===== src/rtl/cache_pkg.sv =====
// cache geometry constants, index and payload types, line and set types
`default_nettype none

package cache_pkg;

	// 8 sets by 4 ways
	localparam int num_sets = 8;
	localparam int num_ways = 4;

	// index widths follow from the geometry
	localparam int set_bits = $clog2(num_sets);
	localparam int way_bits = $clog2(num_ways);

	// line payload widths
	localparam int tag_bits = 10;
	localparam int data_bits = 64;

	typedef logic [set_bits-1:0] set_idx_t;
	typedef logic [way_bits-1:0] way_idx_t;
	typedef logic [tag_bits-1:0] tag_t;
	typedef logic [data_bits-1:0] data_t;

	// one bit per way with bit n for way n
	typedef logic [num_ways-1:0] way_vec_t;

	// 1 + 10 + 64 = 75 bits
	typedef struct packed {
		logic valid;
		tag_t tag;
		data_t data;
	} line_t;

	// all ways of one set with element n for way n
	typedef line_t [num_ways-1:0] set_lines_t;

endpackage

`default_nettype wire


===== src/rtl/wr_req_if.sv =====
// write request bundle with source and sink modports
`timescale 1ns/1ps
`default_nettype none

interface wr_req_if;

	// single-cycle strobe, one write per high cycle
	logic en;
	cache_pkg::set_idx_t idx;
	cache_pkg::tag_t tag;
	cache_pkg::data_t data;

	modport source (
		output en,
		output idx,
		output tag,
		output data
	);

	modport sink (
		input en,
		input idx,
		input tag,
		input data
	);

endinterface

`default_nettype wire


===== src/rtl/cache_array.sv =====
// line storage with two combinational set reads and one line write per cycle
`timescale 1ns/1ps
`default_nettype none

module cache_array (
	input logic clock,
	input logic reset,
	wr_req_if.sink wr,
	input cache_pkg::way_idx_t wr_way,
	input cache_pkg::set_idx_t rd_idx,
	output cache_pkg::set_lines_t rd_set,
	output cache_pkg::set_lines_t wr_set
);

	cache_pkg::set_lines_t sets [cache_pkg::num_sets];

	// read port for lookups
	assign rd_set = sets[rd_idx];

	// second read port feeds the write-side comparator and victim logic
	assign wr_set = sets[wr.idx];

	always_ff @(posedge clock) begin
		if (reset) begin
			for (int s = 0; s < cache_pkg::num_sets; s++) begin
				for (int w = 0; w < cache_pkg::num_ways; w++) begin
					sets[s][w].valid <= 1'b0;
					sets[s][w].tag <= '0;
				end
			end
		end else if (wr.en) begin
			// incoming line is always marked valid
			sets[wr.idx][wr_way].valid <= 1'b1;
			sets[wr.idx][wr_way].tag <= wr.tag;
			sets[wr.idx][wr_way].data <= wr.data;
		end
	end

endmodule

`default_nettype wire


===== src/rtl/cache_mem.sv =====
// cache top with an 8x4 set-associative line store and one read and one write port
`timescale 1ns/1ps
`default_nettype none

module cache_mem (
	input logic clock,
	input logic reset,
	input logic wr_en,
	input cache_pkg::set_idx_t wr_idx,
	input cache_pkg::tag_t wr_tag,
	input cache_pkg::data_t wr_data,
	input cache_pkg::set_idx_t rd_idx,
	input cache_pkg::tag_t rd_tag,
	output cache_pkg::data_t rd_data,
	output logic rd_valid
);

	wr_req_if wr ();

	cache_pkg::set_lines_t rd_set;
	cache_pkg::set_lines_t wr_set;
	cache_pkg::way_vec_t rd_hits;
	cache_pkg::way_vec_t wr_hits;
	cache_pkg::way_vec_t wr_valids;
	cache_pkg::way_idx_t rd_way;
	cache_pkg::way_idx_t wr_way;
	logic rd_any;

	assign wr.en = wr_en;
	assign wr.idx = wr_idx;
	assign wr.tag = wr_tag;
	assign wr.data = wr_data;

	cache_array u_array (
		.clock(clock),
		.reset(reset),
		.wr(wr),
		.wr_way(wr_way),
		.rd_idx(rd_idx),
		.rd_set(rd_set),
		.wr_set(wr_set)
	);

	// read side
	tag_cam u_rd_cam (
		.tags(rd_set),
		.key(rd_tag),
		.hits(rd_hits)
	);

	way_encoder u_rd_enc (
		.in(rd_hits),
		.out(rd_way),
		.any(rd_any)
	);

	// write side
	tag_cam u_wr_cam (
		.tags(wr_set),
		.key(wr.tag),
		.hits(wr_hits)
	);

	always_comb begin
		for (int w = 0; w < cache_pkg::num_ways; w++) begin
			wr_valids[w] = wr_set[w].valid;
		end
	end

	victim_select u_victim (
		.clock(clock),
		.reset(reset),
		.wr(wr),
		.hits(wr_hits),
		.valids(wr_valids),
		.way(wr_way)
	);

	assign rd_valid = rd_any;
	// zero on a miss
	assign rd_data = rd_any ? rd_set[rd_way].data : '0;

endmodule

`default_nettype wire


===== src/rtl/tag_cam.sv =====
// tag comparator across the ways of one set, qualified by valid
`timescale 1ns/1ps
`default_nettype none

module tag_cam (
	input cache_pkg::set_lines_t tags,
	input cache_pkg::tag_t key,
	output cache_pkg::way_vec_t hits
);

	cache_pkg::way_vec_t valid_bits;
	cache_pkg::way_vec_t tag_eq;

	// split the two conditions per way
	always_comb begin
		for (int w = 0; w < cache_pkg::num_ways; w++) begin
			valid_bits[w] = tags[w].valid;
			tag_eq[w] = (tags[w].tag == key);
		end
	end

	// stale tags in invalid ways never match
	assign hits = valid_bits & tag_eq;

endmodule

`default_nettype wire


===== src/rtl/victim_select.sv =====
// write way selection by hit way, then first free way, then round-robin pointer
`timescale 1ns/1ps
`default_nettype none

module victim_select (
	input logic clock,
	input logic reset,
	wr_req_if.sink wr,
	input cache_pkg::way_vec_t hits,
	input cache_pkg::way_vec_t valids,
	output cache_pkg::way_idx_t way
);

	cache_pkg::way_idx_t ptr [cache_pkg::num_sets];

	cache_pkg::way_idx_t hit_way;
	logic hit_any;
	cache_pkg::way_idx_t free_way;
	logic free_any;
	cache_pkg::way_vec_t invalids;
	logic replace;

	assign invalids = ~valids;

	way_encoder u_hit_enc (
		.in(hits),
		.out(hit_way),
		.any(hit_any)
	);

	way_encoder u_free_enc (
		.in(invalids),
		.out(free_way),
		.any(free_any)
	);

	always_comb begin
		if (hit_any) begin
			way = hit_way;
		end else if (free_any) begin
			way = free_way;
		end else begin
			way = ptr[wr.idx];
		end
	end

	// only a miss into a full set consumes the pointer
	assign replace = wr.en && !hit_any && !free_any;

	always_ff @(posedge clock) begin
		if (reset) begin
			for (int s = 0; s < cache_pkg::num_sets; s++) begin
				ptr[s] <= '0;
			end
		end else if (replace) begin
			// wraps modulo num_ways by width
			ptr[wr.idx] <= ptr[wr.idx] + 1'b1;
		end
	end

endmodule

`default_nettype wire


===== src/rtl/way_encoder.sv =====
// priority encoder for the lowest set way with an any flag
`timescale 1ns/1ps
`default_nettype none

module way_encoder (
	input cache_pkg::way_vec_t in,
	output cache_pkg::way_idx_t out,
	output logic any
);

	// scan from the top so the lowest index is the last to assign
	always_comb begin
		out = '0;
		for (int w = cache_pkg::num_ways - 1; w >= 0; w--) begin
			if (in[w]) begin
				out = cache_pkg::way_idx_t'(w);
			end
		end
	end

	assign any = |in;

endmodule

`default_nettype wire


===== config.mk =====
export PLATFORM = sky130hd
export DESIGN_NAME = cache_mem
export DESIGN_NICKNAME = d
export VERILOG_FILES = /design/src/rtl/cache_pkg.sv /design/src/rtl/wr_req_if.sv /design/src/rtl/cache_array.sv /design/src/rtl/cache_mem.sv /design/src/rtl/tag_cam.sv /design/src/rtl/victim_select.sv /design/src/rtl/way_encoder.sv
export SDC_FILE = /design/constraint.sdc
export NUM_CORES = 2
export LEC_CHECK = 0
export BUFFER_PORTS_ARGS = -buffer_cell sky130_fd_sc_hd__buf_2
export CORE_ASPECT_RATIO = 0.7
export CORE_MARGIN = 4
export CORE_UTILIZATION = 63
export CTS_CLUSTER_DIAMETER = 150
export DETAILED_ROUTE_END_ITERATION = 8
export PLACE_DENSITY = 0.77
export SYNTH_ARGS = -nofsm -noshare
export SYNTH_HDL_FRONTEND = slang
export SYNTH_HIERARCHICAL = 1
export SYNTH_SLANG_ARGS = --single-unit

===== constraint.sdc =====
create_clock -name clock -period 11.5 [get_ports clock]
set_clock_uncertainty 0.05 [all_clocks]
set_input_delay 1.15 -clock clock [delete_from_list [all_inputs] [get_ports clock]]
set_output_delay 1.15 -clock clock [all_outputs]
set_load 0.02 [all_outputs]

==> results.json <==
{
  "clk_root_buffer_cell": "clkbuf_16",
  "p_sw_w": 0.003746,
  "start_util_pct": 63.70,
  "core-area_um2": 156200,
  "syn_area_um2": 99530,
  "rows": 121,
  "cp_max_fo": 87,
  "postLayoutCoreUtil_pct": 69.45,
  "timing_hold_violations_final": 0,
  "grt_pass1_vias": 49920,
  "clkPwrFrac_pct": 39.2,
  "io_pins": 158,
  "slew_viol_final": 0,
  "final_nets": 4946,
  "postSynthAreaPerCell_um2": 21.08,
  "finalPower_w": 0.01774,
  "die_w_um": 483.1,
  "routedWlPerCell_um": 34.43,
  "crit_type": "in -> out",
  "cts-buffers-inserted": 209,
  "drt-initial-drc-count": 7624,
  "cts_tree": "yes",
  "grt_overflow": 0,
  "tightest_slew_ns": 1.219,
  "fin_crit_sh_pct": 71.93,
  "area_growth_syn_to_layout_pct": 9.025,
  "drtAntennaViolNets": 0,
  "hp-class": "reg -> reg",
  "critPathMaxStageDelay_ns": 0.93,
  "cpMaxStageDelayCell": "buf_4",
  "cts_max_level": 4,
  "grt_pass1_wl_um": 357100,
  "relSlewSlack_pct": 18.77,
  "dieArea_um2": 164500,
  "clk_path_buf_depth": 3,
  "vias_per_cell": 7.059,
  "clock_latency_ns": 0.85,
  "crit_chain": "buf_8, buf_4, mux2_2, xnor2_1, nand4_1, nor3_2, nor2_1, nor3_2, buf_12, buf_4, mux2i_1, o22ai_1, buf_2",
  "power.density_nw_per_um2": 163.5,
  "startpoint_type": "input pin",
  "place.gp.congestion": 0.9110,
  "clkSlewWorstSetupHoldPaths_ns": 0.06,
  "fmax_ghz": 0.1209,
  "setup_viol": 0,
  "seq_power_share_pct": 55.1,
  "drive_above_1_share_pct": 33.25,
  "die_h_um": 340.6,
  "antenna_found_initial": 16,
  "drtPass1Iterations": 5,
  "swShare_pct": 21.12,
  "run_status": "finished clean",
  "rsz0062_at_grt": "no",
  "internal_power_w": 0.01399,
  "vias": 50300,
  "p_leak_nw": 33.94,
  "max_cap_violations": 0,
  "yosysWarnings": 6,
  "final_common_cell": "edfxtp_1",
  "r2r_slack_ns": 4.76,
  "drt_wl_total_um": 245300,
  "cts_hold_buffers": 0,
  "grt_max_degree": 174,
  "grt_use_total_pct": 30.00,
  "setup.worst_path.start": "rd_idx[0]",
  "post_cts_resized": 0,
  "syn_nets": 4814,
  "fin_crit_ns": 8.271,
  "cts_sinks": 2416,
  "p_comb_share_pct": 5.8,
  "crit_path_end_kind": "output pin",
  "port_buffers": 157,
  "hpwl_um": 131300,
  "fin_hold_ws_ns": 0.4277,
  "post_cts_buffers": 0,
  "crit_arrival_ns": 7.07,
  "cp.required_ns": 10.30,
  "layout_common_cells": "edfxtp_1, mux4_2, mux2_2",
  "hp-start": "u_array/sets[0][149]",
  "reg2reg_from": "u_array/sets[1][141]",
  "drc_errors": 0,
  "vdd.ir_drop.worst_mv": 0.1608,
  "tns_ns": 0,
  "syn_inst": 4721
}
## critical path: cells and delay by family
family	cells	cell delay (ns)
XOR/XNOR	1	0.53
multiplexers	2	0.79
AO/OA/AOI/OAI	1	0.15
buffers and inverters	5	3.19
AND/OR/NAND/NOR	4	0.86
## metal layers
layer / vias to the layer above / wire [um] / track usage [%]
met2: 3741 / 111900 / 43.77
li1: 19720 / - / -
met5: - / 48 / 0
met3: 482 / 33620 / 8.605
met4: 8 / 6872 / 8.655
met1: 26350 / 92850 / 45.20
## final timing paths
check        cells after the start                    to
min                              1  u_array/sets[0][149]
max                             13           rd_data[30]
min reg2reg                      1  u_array/sets[0][149]
max reg2reg                     13  u_array/sets[5][264]
## sequential cells by signal (all words and copies together) (netlist names)
register,count
u_array/sets,2400
u_victim/ptr,16
## per-stage QoR
| stage | setup slack [ns] | cells | cell area (um2) |
|---|---|---|---|
| 6_report | 3.229 | 7126 | 108500 |
| 3_5_place_dp | 3.014 | 6733 | 101800 |
| 5_1_grt | 3.249 | 7120 | 108500 |
| 2_1_floorplan | 2.005 | 4721 | 99530 |
| 3_3_place_gp | 3.075 | 6733 | 101800 |
| 4_1_cts | 3.463 | 7113 | 108500 |
## area by class of cell
cell class / count / area [um2]
multi-input combinational: 1943 / 25140
sequential: 2416 / 72230
fill: 9181 / 47730
clock inverter: 114 / 1046
timing repair buffer: 272 / 1779
tap: 2091 / 2616
clock buffer: 266 / 5632
inverter: 11 / 41.29
antenna: 13 / 32.53
## power by group through the flow
stage	clock, W	sequential (W)	combinational, W
final	0.00695	0.00977	0.00102
after global routing	0.00744	0.00977	0.00107
after detailed placement	0	0.00996	0.000999
after CTS	0.00702	0.00977	0.00101
after global placement	0	0.00995	0.000986
after floorplan	0	0.00995	0.000674
Note: power is estimated with default switching activity, not from simulation.
